## config.mk

```make
export PLATFORM = sky130hd
export DESIGN_NAME = host_mem_bridge
export DESIGN_NICKNAME = d
export VERILOG_FILES = /design/src/rtl/host_mem_pkg.sv /design/src/rtl/chunk_if.sv /design/src/rtl/host_mem_bridge.sv /design/src/rtl/resp_mapper.sv /design/src/rtl/line_req_mapper.sv /design/src/rtl/burst_splitter.sv
export SDC_FILE = /design/constraint.sdc
export NUM_CORES = 1
export LEC_CHECK = 0
export BUFFER_PORTS_ARGS = -buffer_cell sky130_fd_sc_hd__clkbuf_2
export CAP_MARGIN = 20
export CORE_MARGIN = 2
export CORE_UTILIZATION = 40
export CTS_BUF_LIST = sky130_fd_sc_hd__clkbuf_16
export DETAILED_ROUTE_END_ITERATION = 8
export GPL_TIMING_DRIVEN = 0
export PLACE_DENSITY_LB_ADDON = 0.15
export SKIP_LAST_GASP = 1
export SLEW_MARGIN = 40
export SYNTH_ARGS = -nofsm -noshare
export SYNTH_HDL_FRONTEND = slang
export SYNTH_SLANG_ARGS = --single-unit
```

## constraint.sdc

```tcl
create_clock -name clk -period 11.76 [get_ports clk]
set_input_delay 2.352 -clock clk [delete_from_list [all_inputs] [get_ports clk]]
set_output_delay 2.352 -clock clk [all_outputs]
set_load 0.005 [all_outputs]
```

## src/rtl/host_mem_pkg.sv

```systemverilog
// Shared definitions for the host memory bridge.
// Line and address widths, accelerator burst limits and the host channel chunk sizes
// are defined here and imported by the bridge blocks and the testbench.

package host_mem_pkg;

    // ==================================================
    // Sizes
    // ==================================================

    // One cache line of data, kept narrow for simulation
    localparam int line_bits = 64;
    localparam int line_addr_bits = 16;

    // Accelerator bursts run from 1 to 16 lines
    localparam int max_burst_lines = 16;
    localparam int burst_len_bits = 5;

    // Bit in the 8-bit write metadata that asks for an accelerator response
    localparam int mdata_resp_bit = 0;

    // ==================================================
    // Types
    // ==================================================

    typedef logic [line_bits-1:0] t_line;
    typedef logic [line_addr_bits-1:0] t_line_addr;
    typedef logic [burst_len_bits-1:0] t_burst_len;

    // Legal host channel burst sizes, encoded as line count minus one
    typedef enum logic [1:0]
    {
        cl_len_1 = 2'd0,
        cl_len_2 = 2'd1,
        cl_len_4 = 2'd3
    } t_cl_len;

endpackage
```

## src/rtl/chunk_if.sv

```systemverilog
// Chunk header link between the burst splitter and the request mapper.
// Each transfer is one naturally aligned 1, 2 or 4 line chunk of a command.

`timescale 1ns/1ps

interface chunk_if;
    import host_mem_pkg::*;

    // Handshake. A chunk moves when valid and ready are both high
    logic       valid;
    logic       ready;

    // Chunk header fields, stable while valid waits for ready
    logic       write;
    t_line_addr addr;
    t_cl_len    cl_len;

    // Final chunk of the accelerator command
    logic       last;

    // The splitter side produces chunks
    modport src
    (
        output valid,
        input  ready,
        output write,
        output addr,
        output cl_len,
        output last
    );

    // The mapper side consumes chunks
    modport dst
    (
        input  valid,
        output ready,
        input  write,
        input  addr,
        input  cl_len,
        input  last
    );

endinterface

```

## src/rtl/host_mem_bridge.sv

```systemverilog
// Top level of the host memory bridge. Connects the accelerator command, write
// data and response ports to the line-oriented host channel through the
// splitter, the request mapper and the response mapper.

`timescale 1ns/1ps

module host_mem_bridge
(
    input  logic                     clk,
    input  logic                     reset_n,

    // Accelerator commands and write data
    input  logic                     cmd_valid,
    output logic                     cmd_ready,
    input  logic                     cmd_write,
    input  host_mem_pkg::t_line_addr cmd_addr,
    input  host_mem_pkg::t_burst_len cmd_len,
    input  logic                     wdata_valid,
    output logic                     wdata_ready,
    input  host_mem_pkg::t_line      wdata,

    // Accelerator responses
    output logic                     rd_resp_valid,
    output host_mem_pkg::t_line      rd_resp_data,
    output logic                     wr_resp_valid,

    // Host channel requests
    output logic                     c0_tx_valid,
    output host_mem_pkg::t_line_addr c0_tx_addr,
    output host_mem_pkg::t_cl_len    c0_tx_cl_len,
    output logic                     c1_tx_valid,
    output host_mem_pkg::t_line_addr c1_tx_addr,
    output host_mem_pkg::t_cl_len    c1_tx_cl_len,
    output logic                     c1_tx_sop,
    output host_mem_pkg::t_line      c1_tx_data,
    output logic [7:0]               c1_tx_mdata,

    // Host channel flow control and responses
    input  logic                     c0_almost_full,
    input  logic                     c1_almost_full,
    input  logic                     c0_rx_valid,
    input  host_mem_pkg::t_line      c0_rx_data,
    input  logic                     c1_rx_valid,
    input  logic [7:0]               c1_rx_mdata
);

    // Legal chunks from the splitter to the mapper
    chunk_if chunk();

    burst_splitter u_splitter
    (
        .clk       (clk),
        .reset_n   (reset_n),
        .cmd_valid (cmd_valid),
        .cmd_ready (cmd_ready),
        .cmd_write (cmd_write),
        .cmd_addr  (cmd_addr),
        .cmd_len   (cmd_len),
        .chunk     (chunk.src)
    );

    line_req_mapper u_req_mapper
    (
        .clk            (clk),
        .reset_n        (reset_n),
        .chunk          (chunk.dst),
        .wdata_valid    (wdata_valid),
        .wdata_ready    (wdata_ready),
        .wdata          (wdata),
        .c0_almost_full (c0_almost_full),
        .c1_almost_full (c1_almost_full),
        .c0_tx_valid    (c0_tx_valid),
        .c0_tx_addr     (c0_tx_addr),
        .c0_tx_cl_len   (c0_tx_cl_len),
        .c1_tx_valid    (c1_tx_valid),
        .c1_tx_addr     (c1_tx_addr),
        .c1_tx_cl_len   (c1_tx_cl_len),
        .c1_tx_sop      (c1_tx_sop),
        .c1_tx_data     (c1_tx_data),
        .c1_tx_mdata    (c1_tx_mdata)
    );

    resp_mapper u_resp_mapper
    (
        .clk           (clk),
        .reset_n       (reset_n),
        .c0_rx_valid   (c0_rx_valid),
        .c0_rx_data    (c0_rx_data),
        .c1_rx_valid   (c1_rx_valid),
        .c1_rx_mdata   (c1_rx_mdata),
        .rd_resp_valid (rd_resp_valid),
        .rd_resp_data  (rd_resp_data),
        .wr_resp_valid (wr_resp_valid)
    );

endmodule

```

## src/rtl/resp_mapper.sv

```systemverilog
// Output side of the bridge. Forwards the host's sorted read lines to the
// accelerator and turns tagged write packet responses into command responses.

`timescale 1ns/1ps

module resp_mapper
(
    input  logic                clk,
    input  logic                reset_n,
    input  logic                c0_rx_valid,
    input  host_mem_pkg::t_line c0_rx_data,
    input  logic                c1_rx_valid,
    input  logic [7:0]          c1_rx_mdata,
    output logic                rd_resp_valid,
    output host_mem_pkg::t_line rd_resp_data,
    output logic                wr_resp_valid
);
    import host_mem_pkg::*;

    // Strobes are cleared in reset
    always_ff @(posedge clk)
    begin
        if (!reset_n)
        begin
            rd_resp_valid <= 1'b0;
            wr_resp_valid <= 1'b0;
        end
        else
        begin
            // Host read lines already come back in request order
            rd_resp_valid <= c0_rx_valid;
            // A command split into several packets tags only its last one,
            // so the accelerator sees a single write response
            wr_resp_valid <= c1_rx_valid && c1_rx_mdata[mdata_resp_bit];
        end
    end

    // Read data follows its strobe through one register stage
    always_ff @(posedge clk)
    begin
        rd_resp_data <= c0_rx_data;
    end

endmodule

```

## src/rtl/line_req_mapper.sv

```systemverilog
// Processing part of the bridge. Read chunks become channel 0 request headers and
// write chunks become channel 1 beats, one per line of accelerator write data.
// Almost-full levels from the host are registered into the local ready signals.

`timescale 1ns/1ps

module line_req_mapper
(
    input  logic                     clk,
    input  logic                     reset_n,
    chunk_if.dst                     chunk,
    input  logic                     wdata_valid,
    output logic                     wdata_ready,
    input  host_mem_pkg::t_line      wdata,
    input  logic                     c0_almost_full,
    input  logic                     c1_almost_full,
    output logic                     c0_tx_valid,
    output host_mem_pkg::t_line_addr c0_tx_addr,
    output host_mem_pkg::t_cl_len    c0_tx_cl_len,
    output logic                     c1_tx_valid,
    output host_mem_pkg::t_line_addr c1_tx_addr,
    output host_mem_pkg::t_cl_len    c1_tx_cl_len,
    output logic                     c1_tx_sop,
    output host_mem_pkg::t_line      c1_tx_data,
    output logic [7:0]               c1_tx_mdata
);
    import host_mem_pkg::*;

    // Registered inverse of the almost-full levels
    logic       c0_ok;
    logic       c1_ok;

    // Write data phase of one chunk
    logic       wr_phase;
    logic       wr_sop;
    logic [1:0] wr_idx;
    t_cl_len    wr_len;
    t_line_addr wr_addr;
    logic       wr_last;

    logic       chunk_xfer;
    logic       beat_xfer;
    logic       beat_end;

    // No new chunk is taken while write lines of the current one are pending
    assign chunk.ready = c0_ok && !wr_phase;
    assign wdata_ready = c1_ok && wr_phase;

    assign chunk_xfer = chunk.valid && chunk.ready;
    assign beat_xfer = wdata_valid && wdata_ready;
    // Line index reaches the encoded length on the final line of the packet
    assign beat_end = (wr_idx == 2'(wr_len));

    // ==================================================
    // Control state
    // ==================================================

    always_ff @(posedge clk)
    begin
        if (!reset_n)
        begin
            c0_ok <= 1'b0;
            c1_ok <= 1'b0;
            c0_tx_valid <= 1'b0;
            c1_tx_valid <= 1'b0;
            wr_phase <= 1'b0;
            wr_sop <= 1'b1;
            wr_idx <= 2'd0;
        end
        else
        begin
            c0_ok <= !c0_almost_full;
            c1_ok <= !c1_almost_full;
            // A read chunk is a single header one cycle after it arrives
            c0_tx_valid <= chunk_xfer && !chunk.write;
            c1_tx_valid <= beat_xfer;

            if (chunk_xfer && chunk.write)
            begin
                wr_phase <= 1'b1;
                wr_sop <= 1'b1;
                wr_idx <= 2'd0;
            end
            else if (beat_xfer)
            begin
                wr_sop <= 1'b0;
                wr_idx <= wr_idx + 2'd1;
                if (beat_end)
                begin
                    wr_phase <= 1'b0;
                end
            end
        end
    end

    // ==================================================
    // Header and beat payload
    // ==================================================

    always_ff @(posedge clk)
    begin
        c0_tx_addr <= chunk.addr;
        c0_tx_cl_len <= chunk.cl_len;

        // Remember the write chunk header for its data phase
        if (chunk_xfer && chunk.write)
        begin
            wr_addr <= chunk.addr;
            wr_len <= chunk.cl_len;
            wr_last <= chunk.last;
        end

        // Every beat carries the packet length and its own line address
        if (beat_xfer)
        begin
            c1_tx_addr <= wr_addr + t_line_addr'(wr_idx);
            c1_tx_cl_len <= wr_len;
            c1_tx_sop <= wr_sop;
            c1_tx_data <= wdata;
            c1_tx_mdata <= '0;
            // Only the last packet of a command asks for a response
            c1_tx_mdata[mdata_resp_bit] <= wr_last;
        end
    end

    // The splitter hands over only naturally aligned chunks
    a_chunk_aligned: assert property (@(posedge clk) disable iff (!reset_n)
        chunk_xfer |-> ((chunk.addr & t_line_addr'(chunk.cl_len)) == '0));

endmodule

```

## src/rtl/burst_splitter.sv

```systemverilog
// Input side of the bridge. Cuts accelerator bursts of 1 to 16 lines at any
// address into naturally aligned 1, 2 or 4 line chunks for the request mapper.
// One command is split at a time and cmd_ready stays low until its last chunk leaves.

`timescale 1ns/1ps

module burst_splitter
(
    input  logic                     clk,
    input  logic                     reset_n,
    input  logic                     cmd_valid,
    output logic                     cmd_ready,
    input  logic                     cmd_write,
    input  host_mem_pkg::t_line_addr cmd_addr,
    input  host_mem_pkg::t_burst_len cmd_len,
    chunk_if.src                     chunk
);
    import host_mem_pkg::*;

    // Address of the next chunk and the lines still to send, this chunk included
    t_line_addr cur_addr;
    t_burst_len remaining;
    logic       write_flag;

    t_cl_len    cur_len;
    t_burst_len cur_lines;

    // Pick the largest chunk that is aligned at the current address and fits
    always_comb
    begin
        if ((cur_addr[1:0] == 2'b00) && (remaining >= t_burst_len'(4)))
        begin
            cur_len = cl_len_4;
        end
        else if (!cur_addr[0] && (remaining >= t_burst_len'(2)))
        begin
            cur_len = cl_len_2;
        end
        else
        begin
            cur_len = cl_len_1;
        end
    end

    assign cur_lines = t_burst_len'(cur_len) + t_burst_len'(1);

    assign chunk.addr = cur_addr;
    assign chunk.write = write_flag;
    assign chunk.cl_len = cur_len;
    // The command ends when this chunk covers all remaining lines
    assign chunk.last = (remaining == cur_lines);

    // ==================================================
    // Command and chunk handshakes
    // ==================================================

    // Chunk valid stays high for the whole command, so it also marks the busy state
    always_ff @(posedge clk)
    begin
        if (!reset_n)
        begin
            cmd_ready <= 1'b0;
            chunk.valid <= 1'b0;
        end
        else if (cmd_valid && cmd_ready)
        begin
            cmd_ready <= 1'b0;
            chunk.valid <= 1'b1;
        end
        else if (chunk.valid && chunk.ready)
        begin
            if (chunk.last)
            begin
                chunk.valid <= 1'b0;
                cmd_ready <= 1'b1;
            end
        end
        else if (!chunk.valid)
        begin
            cmd_ready <= 1'b1;
        end
    end

    // Load a new command or step past the chunk that just left
    always_ff @(posedge clk)
    begin
        if (cmd_valid && cmd_ready)
        begin
            cur_addr <= cmd_addr;
            remaining <= cmd_len;
            write_flag <= cmd_write;
        end
        else if (chunk.valid && chunk.ready)
        begin
            cur_addr <= cur_addr + t_line_addr'(cur_lines);
            remaining <= remaining - cur_lines;
        end
    end

    // Accepted bursts must fit the supported length range
    a_cmd_len: assert property (@(posedge clk) disable iff (!reset_n)
        cmd_valid && cmd_ready |->
            (cmd_len >= t_burst_len'(1)) && (cmd_len <= t_burst_len'(max_burst_lines)));

    // A waiting chunk keeps valid high and its header unchanged
    a_chunk_hold: assert property (@(posedge clk) disable iff (!reset_n)
        chunk.valid && !chunk.ready |=>
            chunk.valid && $stable(chunk.addr) && $stable(chunk.cl_len));

endmodule

```

==> impl_metrics.yaml, run 1 <==
global_route:
  grt_overflow: 0
  grt_pass1_wl_mm: 24.1
  antenna_found_initial: 11
  grt_pass1_vias: 4437
  grt_max_degree: 44
  track_usage_pct: 17.5
clocking:
  cts-root-buf: "clkbuf_16"
  clk_latency_ns: 0.49
  cts_tree: "yes"
  cts.repair.resized: 0
  htree_levels: 1
  cts_buffers: 23
  clock-sinks: 219
  path_clk_slew_ns: 0.06
  cts_setup_buffers: 0
  ctsHoldBuffers: 0
  clock_path_buffers: 3
pwr:
  p_leak_nw: 4.25
  pwr-share-clk_pct: 43.3
  p_int_mw: 1.33
  total_power_mw: 1.67
  seqPwrFrac_pct: 51.0
  switching_share_pct: 20.6
  power.density_mw_per_mm2: 172
  p_comb_share_pct: 5.6
  switchingPower_uw: 345
  peakVddDrop_v: 0.000129
synthesis:
  synth_area_leaders: "edfxtp_1, dfxtp_1, xnor2_1"
  synth_top_cell_by_area: "edfxtp_1"
  synth.distinct_cells: 41
  avgSynthCellArea_um2: 16.3
  netlist_instances: 424
  synth_top_area_share_pct: 54.3
  synth_edf_count: 125
  synthArstFlopShare_pct: 0
  synth_warnings: 0
  synthFlopType: "edfxtp_1"
  syn_area_mm2: 0.00691
  synth-seq-cells: 219
  yosysSeqAreaShare_pct: 81.5
setup_path:
  cp_slowest_cell: "clkbuf_1"
  r2r_start: "u_splitter.remaining[4]"
  worstPathArrival_ns: 3.69
  critPathMaxFanout: 21
  cp.required_ns: 11.86
  path_cells: "clkbuf_2 > nand2_1 > clkbuf_1 > nand2_2"
  endpoint_kind: "register"
  cpPeakStageDelay_ns: 0.51
  start_kind: "input pin"
  crit_start: "cmd_valid"
  critical_path_class: "input pin to register"
timing:
  setup_viol: 0
  slew_violations: 0
  worst_pin_slew_ns: 0.727
  final.setup_skew_ns: 0.0138
  setup_tns_ns: 0
  finalHoldViolCount: 0
  timing.final.crit_share_pct: 30.5
  max_freq_ghz: 0.278
  rsz0062_at_grt: "no"
  slew_headroom_pct: 51.5
  finalCriticalPeriod_ns: 3.59
floorplan:
  initial_utilization_pct: 40.4
  die_h_um: 135
  die_w_um: 135
  io-pin-count: 345
  die_area_mm2: 0.0184
  core_mm2: 0.0171
  rows: 48
drt:
  totalWireLength_mm: 17.1
  drt_pass1_iterations: 4
  viasPerCell: 4.39
  drt_iter0_markers: 184
  routedWlPerCell_um: 16.5
  via_count: 4553
  drc_errors: 0
  ant_nets: 0
placed_design:
  place_inst: 987
  numPortBuffers: 330
  gp_congestion: 0.817
  hpwl_mm: 13.6
status:
  status: "finished, final reports clean"
job:
  drv_cap: 0
layout:
  fin_cells: 1036
  syn2layout_area_growth_pct: 40.4
  drive_gt1_share_pct: 47.8
  nets: 963
hold_path:
  hp-start: "u_req_mapper.wr_last"
  min_path_type: "register to register"
==> layer usage <==
metal  share of wire [%]  global-route usage [%]  wire, µm
met1                  37                    20.3      6340
met2                  50                    29.0      8520
met3                  11                    8.31      1900
met4                 1.9                    5.03       324
met5                0.34                       0        58
==> cell usage after synthesis (2+ instances only) <==
cell type	instances
ha_1	7
dfxtp_1	94
buf_4	7
o31ai_1	3
nand3_1	13
xnor2_1	21
and2_1	4
nand4_1	5
nor3_1	5
a21boi_0	2
o21ai_0	10
or4_1	4
and3_1	4
nand2_1	23
o21a_1	2
nor2b_1	4
edfxtp_1	125
a21oi_1	9
xor2_1	8
inv_1	17
fa_1	3
clkbuf_1	7
a31oi_1	6
or3_1	2
nor2_1	19
o211ai_1	2
nor4_1	4
==> placed cells by master (no fill, tap or decap), types with 5 or more instances in the layout <==
cell type,instances
dfxtp_1,94
nor2_1,19
nand2_1,22
a21oi_1,9
xnor2_1,21
edfxtp_1,125
buf_4,7
nor3_1,5
xor2_1,8
clkbuf_1,6
nand3_1,13
clkbuf_16,24
diode_2,7
conb_1,7
a31oi_1,6
o21ai_0,10
nand4_1,5
clkbuf_2,330
ha_1,7
inv_1,19
==> worst max-delay path, delay by kind of cell <==
| kind | cells | cell delay [ns] |
|---|---|---|
| buffers and inverters | 2 | 0.59 |
| and+or+nand+nor | 2 | 0.73 |
==> flip-flops by register name, indices dropped and copies added, names as in the netlist, 2 cells and up <==
signal	cells
u_splitter.remaining	5
u_req_mapper.wr_addr	16
u_req_mapper.c1_tx_cl_len	2
u_req_mapper.c0_tx_cl_len	2
u_req_mapper.c0_tx_addr	16
u_req_mapper.c1_tx_addr	16
u_req_mapper.wr_idx	2
u_splitter.chunk.addr	16
u_resp_mapper.rd_resp_data	64
u_req_mapper.c1_tx_data	64
u_req_mapper.wr_len	2
==> final cells by class <==
| cell class | count | area, µm² |
|---|---|---|
| well taps | 225 | 282 |
| multi-input cells | 179 | 1160 |
| plain buffers | 15 | 87.6 |
| fillers | 1450 | 7410 |
| inverters | 17 | 63.8 |
| diodes | 7 | 17.5 |
| repair buffers | 332 | 1690 |
| flip-flops and latches | 219 | 5640 |
| clock inverters | 18 | 174 |
| clock buffers | 24 | 601 |
==> stage by stage <==
stage | hold slack, ns | cell area, µm² | setup slack (ns) | util [%]
final | 0.429 | 9710 | 8.17 | 56.7
after global routing | 0.457 | 9690 | 8.05 | 56.6
after CTS | 0.430 | 9690 | 8.12 | 56.6
after detailed placement | 0.415 | 8920 | 7.60 | 52.1
after global placement | 0.417 | 8870 | 5.19 | 51.8
after floorplan | 0.372 | 6940 | 6.22 | -
==> cells by family after synthesis <==
kind of cell	synth area share, %
compound gates	3.40
xor+xnor	3.67
fa+ha+maj	2.14
buf+inv	2.14
flops	81.5
other cells	0.0542
simple gates	7.09
==> path summary, 6_finish.rpt <==
check / to / slack [ns] / depth (start not counted)
setup / recovery: u_splitter.chunk.addr[5] / 8.17 / 4
hold / removal: u_req_mapper.c1_tx_mdata[0] / 0.43 / 0
setup reg to reg: u_splitter.chunk.addr[15] / 8.99 / 10
hold reg to reg: u_req_mapper.c1_tx_mdata[0] / 0.43 / 0
==> power groups by stage <==
stage	logic, mW	clock network, mW	registers (mW)
3_3_place_gp	0.0925	0	0.869
3_5_place_dp	0.0948	0	0.870
6_report	0.0941	0.725	0.853
4_1_cts	0.0958	0.742	0.853
2_1_floorplan	0.0385	0	0.868
5_1_grt	0.106	0.773	0.856
No activity file was read; power rests on OpenSTA's default activity.
==> inputs of run 2 (changes only) <==
==> constraint.sdc (replaced) <==
create_clock -name clk -period 3 [get_ports clk]
set_input_delay 0.6 -clock clk [delete_from_list [all_inputs] [get_ports clk]]
set_output_delay 0.6 -clock clk [all_outputs]
set_load 0.005 [all_outputs]
==> impl_metrics.yaml, run 2 (synthesis results as in run 1) <==
status:
  status: "finished, final reports clean"
drt:
  drt_iter0_markers: 245
  met1Wirelength_mm: 6.70
  wl_met3_mm: 1.30
  routedWlPerCell_um: 16.8
  drt_pass1_iterations: 4
  ant_nets: 0
  drc_errors: 0
  viasPerCell: 4.45
  via_count: 4585
  top_layer: "met4"
  dr_wl_met2_mm: 8.85
  totalWireLength_mm: 17.3
placed_design:
  postPlaceCellArea_mm2: 0.00891
  gp_congestion: 0.823
  numPortBuffers: 330
  hpwl_mm: 13.6
layout:
  reg_top3: "u_req_mapper.c1_tx_data x64, u_resp_mapper.rd_resp_data x64"
  final_common_cell: "clkbuf_2"
  seqCellArea_mm2: 0.00564
  multi_input_area_mm2: 0.00116
  final_util_pct: 56.2
  nets: 962
  syn2layout_area_growth_pct: 39.1
  mostFrequentLayoutCells: "clkbuf_2, edfxtp_1, dfxtp_1"
  fin_area_mm2: 0.00961
  n_fill_cell: 1465
  drive_gt1_share_pct: 47.4
timing:
  setup_viol: 0
  setup_tns_ns: 0
  final.setup_skew_ns: 0.0118
  hold_ws_ns: 0.196
  slew_headroom_pct: 50.0
  max_freq_ghz: 0.359
  rsz0062_at_grt: "no"
  worst_pin_slew_ns: 0.749
  finalHoldViolCount: 0
  timing.final.crit_share_pct: 92.9
  finalCriticalPeriod_ns: 2.79
  slew_violations: 0
pwr:
  seqPwrFrac_pct: 53.1
  switching_share_pct: 21.3
  p_int_mw: 4.96
  peakVddDrop_v: 0.000389
  power.density_mw_per_mm2: 656
  pwr-share-clk_pct: 41.0
  switchingPower_mw: 1.34
  p_leak_nw: 4.22
  p_comb_share_pct: 5.9
setup_path:
  start_kind: "register"
  cp_slowest_cell: "or4_1"
  worst-path-buf-inv: 2
  critical_path_class: "register to register"
  endpoint_kind: "register"
  rrSetupSlack_ns: 0.21
  crit_family: "simple AND/OR/NAND/NOR gates"
  critPathMaxFanout: 9
  worstPathArrival_ns: 3.13
  path_cells: "nor4_2 > nor2_1 > nand2_1 > inv_1 > ha_1 > nand3_1 > and2_1 > buf_2 > or4_1 > a31oi_1"
  cp.required_ns: 3.34
  cpPeakStageDelay_ns: 0.48
floorplan:
  initial_utilization_pct: 40.4
  die_w_um: 135
  io-pin-count: 345
  core_mm2: 0.0171
  die_area_mm2: 0.0184
  rows: 48
  die_h_um: 135
clocking:
  cts_setup_buffers: 0
  htree_levels: 1
  clk_latency_ns: 0.50
  ctsHoldBuffers: 0
  cts-root-buf: "clkbuf_16"
  cts_tree: "yes"
  cts_buffers: 23
  clock-sinks: 219
  clock_path_buffers: 3
  path_clk_slew_ns: 0.06
global_route:
  grt_overflow: 0
  grt_pass1_wl_mm: 24.8
  track_usage_pct: 17.7
  grt_pass1_vias: 4506
  antenna_found_initial: 2
  grt_max_degree: 76
hold_path:
  min_path_type: "input pin to register"
job:
  drv_cap: 0
run 2: cell count changes in the layout (fill, tap and decap cells not counted), sizes merged:
cell and delta:
clkbuf -1, clkinv +1, bufinv -2, buf -1, inv +1, diode -4
run 2: timing repair:
| action | 4_1_cts | 5_1_grt |
|---|---|---|
| hold endpoints to repair | 0 | 0 |
| endpoints found under the setup margin | 0 | 1 |
| gates resized for setup | 0 | 1 |
run 2: power groups by stage:
stage / Clock [mW] / Sequential, mW / Combinational, mW
3_5_place_dp: 0 / 3.41 / 0.376
2_1_floorplan: 0 / 3.40 / 0.151
6_report: 2.58 / 3.35 / 0.374
4_1_cts: 2.65 / 3.35 / 0.378
5_1_grt: 2.76 / 3.36 / 0.420
3_3_place_gp: 0 / 3.41 / 0.365
run 2: final cells by class:
cell class	instances	share of cell area [%]
buffer	15	0.976
multi-input combinational	179	12.1
clock buffer	23	5.99
timing repair buffer	331	17.5
sequential	219	58.6
antenna	3	0.0781
tap	225	2.93
clock inverter	18	1.20
inverter	17	0.664
run 2: worst paths after layout:
kind | from | depth (start not counted) | end
setup / recovery | u_splitter.remaining[1] | 10 | u_splitter.chunk.addr[15]
hold / removal | c0_rx_data[1] | 1 | u_resp_mapper.rd_resp_data[1]
setup reg to reg | u_splitter.remaining[1] | 10 | u_splitter.chunk.addr[15]
hold reg to reg | u_req_mapper.wr_last | 0 | u_req_mapper.c1_tx_mdata[0]
run 2: per-layer routing:
layer / up-vias / global-route usage [%]
met2: 192 / 30.3
li1: 2232 / -
met3: 32 / 4.90
met4: 0 / 7.00
met1: 2129 / 21.3
met5: - / 0
run 2: metrics by stage:
| step | power [mW] | instances | setup slack (ns) |
|---|---|---|---|
| after floorplan | 3.55 | 430 | 0.565 |
| after global placement | 3.77 | 985 | 0.0503 |
| after detailed placement | 3.79 | 986 | 0.152 |
| after CTS | 6.37 | 1027 | 0.135 |
| after global routing | 6.54 | 1028 | 0.00859 |
| final | 6.30 | 1030 | 0.212 |
==> inputs of run 3 (changes only) <==
--- a/config.mk
+++ b/config.mk
@@ -17,4 +17,5 @@
 export SLEW_MARGIN = 40
 export SYNTH_ARGS = -nofsm -noshare
 export SYNTH_HDL_FRONTEND = slang
+export SYNTH_HIERARCHICAL = 1
 export SYNTH_SLANG_ARGS = --single-unit
==> impl_metrics.yaml, run 3 <==
setup_path:
  cp_slowest_cell: "edfxtp_1"
  worst-r2r-cell-count: 8
  endpoint_kind: "register"
  crit_start: "u_splitter/remaining[3]"
  cp-endpoint: "u_splitter/chunk.addr[12]"
  path_cells: "nor3_1 > mux2i_1 > or2_1 > fa_1 > and2b_1 > o21ai_1 > or3_1 > a31oi_1"
  cp.required_ns: 3.35
  rrSetupSlack_ns: 0.13
  r2r_end: "u_splitter/chunk.addr[12]"
  r2r_start: "u_splitter/remaining[3]"
  critPathMaxFanout: 6
  cpPeakStageDelay_ns: 0.46
  worst-path-buf-inv: 0
  crit_family: "simple AND/OR/NAND/NOR gates"
  critical_path_class: "register to register"
  worstPathArrival_ns: 3.22
  cp_num_cells: 8
  start_kind: "register"
synthesis:
  synthArstFlopShare_pct: 0
  avgSynthCellArea_um2: 16.5
  synth_top_area_share_pct: 53.7
  syn_area_mm2: 0.00699
  synth_top_cell_by_area: "edfxtp_1"
  synth_common_cells: "edfxtp_1, dfxtp_1, nand2_1, nor2_1, xnor2_1"
  synth-seq-cells: 219
  synth_warnings: 6
  synthFlopType: "edfxtp_1"
  yosysSeqAreaShare_pct: 80.7
  synth_edf_count: 125
  yosysMostFrequentCell: "edfxtp_1"
  netlist_instances: 423
  synth.distinct_cells: 53
  synth_area_leaders: "edfxtp_1, dfxtp_1, xnor2_1"
layout:
  seqCellArea_mm2: 0.00564
  drive_gt1_share_pct: 48.5
  reg_top3: "u_req_mapper/c1_tx_data x64, u_resp_mapper/rd_resp_data x64"
  final_common_cell: "clkbuf_2"
  multi_input_area_mm2: 0.00124
  final_util_pct: 56.8
  n_fill_cell: 1500
  nets: 962
  syn2layout_area_growth_pct: 39.6
  mostFrequentLayoutCells: "clkbuf_2, edfxtp_1, dfxtp_1"
placed_design:
  hpwl_mm: 13.2
  numPortBuffers: 330
  gp_congestion: 0.822
floorplan:
  core_mm2: 0.0172
  io-pin-count: 345
  rows: 48
  die_h_um: 136
  die_area_mm2: 0.0185
  initial_utilization_pct: 40.7
  die_w_um: 136
timing:
  finalHoldViolCount: 0
  worst_pin_slew_ns: 0.667
  final.setup_skew_ns: 0.0100
  slew_headroom_pct: 55.5
  slew_violations: 0
  max_freq_ghz: 0.348
  timing.final.crit_share_pct: 95.7
  rsz0062_at_grt: "no"
  finalCriticalPeriod_ns: 2.87
  setup_viol: 0
global_route:
  grt_pass1_vias: 4535
  grt_pass1_wl_mm: 24.5
  antenna_found_initial: 3
  track_usage_pct: 17.5
  grt_max_degree: 49
  grt_overflow: 0
clocking:
  clock-sinks: 219
  cts_buffers: 24
  htree_levels: 1
  cts_tree: "yes"
  path_clk_slew_ns: 0.06
  cts_setup_buffers: 0
  cts-root-buf: "clkbuf_16"
  clk_latency_ns: 0.50
  cts.repair.resized: 0
  ctsHoldBuffers: 0
  clock_path_buffers: 3
drt:
  routedWlPerCell_um: 16.4
  via_count: 4579
  viasPerCell: 4.44
  drt_pass1_iterations: 4
  ant_nets: 0
  totalWireLength_mm: 16.9
  drc_errors: 0
  drt_iter0_markers: 193
status:
  status: "finished, final reports clean"
hold_path:
  min_path_cells: 1
  min_path_type: "input pin to register"
pwr:
  p_leak_nw: 4.28
  total_power_mw: 6.51
  peakVddDrop_v: 0.000398
  power.density_mw_per_mm2: 668
job:
  drv_cap: 0
-- run 3: worst min-delay path by stage --
stage | slack, ns | from | end
after floorplan | 0.37 | u_splitter/chunk.addr[15] | u_req_mapper/c0_tx_addr[15]
after global placement | 0.40 | u_splitter/chunk.addr[15] | u_req_mapper/c0_tx_addr[15]
after detailed placement | 0.40 | u_splitter/chunk.addr[15] | u_req_mapper/c0_tx_addr[15]
after CTS | 0.17 | c0_rx_data[42] | u_resp_mapper/rd_resp_data[42]
after global routing | 0.17 | c0_rx_data[42] | u_resp_mapper/rd_resp_data[42]
final | 0.20 | c0_rx_data[42] | u_resp_mapper/rd_resp_data[42]
-- run 3: final cells by class --
type                            count  area share [%]
Antenna cell                        3          0.0770
Buffer                             11           0.706
Clock buffer                       25            6.42
Clock inverter                     19            1.44
Inverter                           17           0.706
Multi-Input combinational cell    182            12.8
Sequential cell                   219            57.8
Tap cell                          225            2.89
Timing Repair Buffer              331            17.2
-- run 3: routing by layer --
metal  up-vias  GRT usage [%]  routed length [µm]  part of all wire [%]
li1       2241              -                   -                     -
met1      2116           19.9                6380                    38
met2       187           31.4                8780                    52
met3        35           3.88                1210                   7.2
met4         0           7.75                 548                   3.2
met5         -              0                   0                     0
-- run 3: power by group --
| group | internal (mW) | switching [mW] |
|---|---|---|
| clock | 1.68 | 1.12 |
| combinational | 0.191 | 0.173 |
| sequential | 3.28 | 0.0586 |
-- run 3: logic make-up (layout without fill, tap and decap cells) --
| group | Yosys count | count (layout) | synth area share (%) |
|---|---|---|---|
| flops | 219 | 219 | 80.7 |
| simple gates | 90 | 90 | 6.95 |
| compound gates | 43 | 43 | 4.30 |
| xor+xnor | 31 | 31 | 3.89 |
| buf+inv | 28 | 403 | 1.90 |
| fa+ha+maj | 10 | 10 | 2.11 |
| other cells | 1 | 10 | 0.0537 |
| mux | 1 | 1 | 0.143 |
-- run 3: per-stage QoR --
| step | std cells | TNS, ns | hold WS (ns) | area, µm² | setup slack [ns] |
|---|---|---|---|---|---|
| floorplan | 429 | 0 | 0.365 | 7010 | 0.0764 |
| global placement | 984 | -52.51 | 0.398 | 8940 | -0.774 |
| detailed placement | 985 | 0 | 0.401 | 8980 | 0.157 |
| CTS | 1029 | 0 | 0.167 | 9740 | 0.139 |
| global route | 1032 | 0 | 0.168 | 9750 | 0.0180 |
| finish | 1032 | 0 | 0.197 | 9750 | 0.128 |
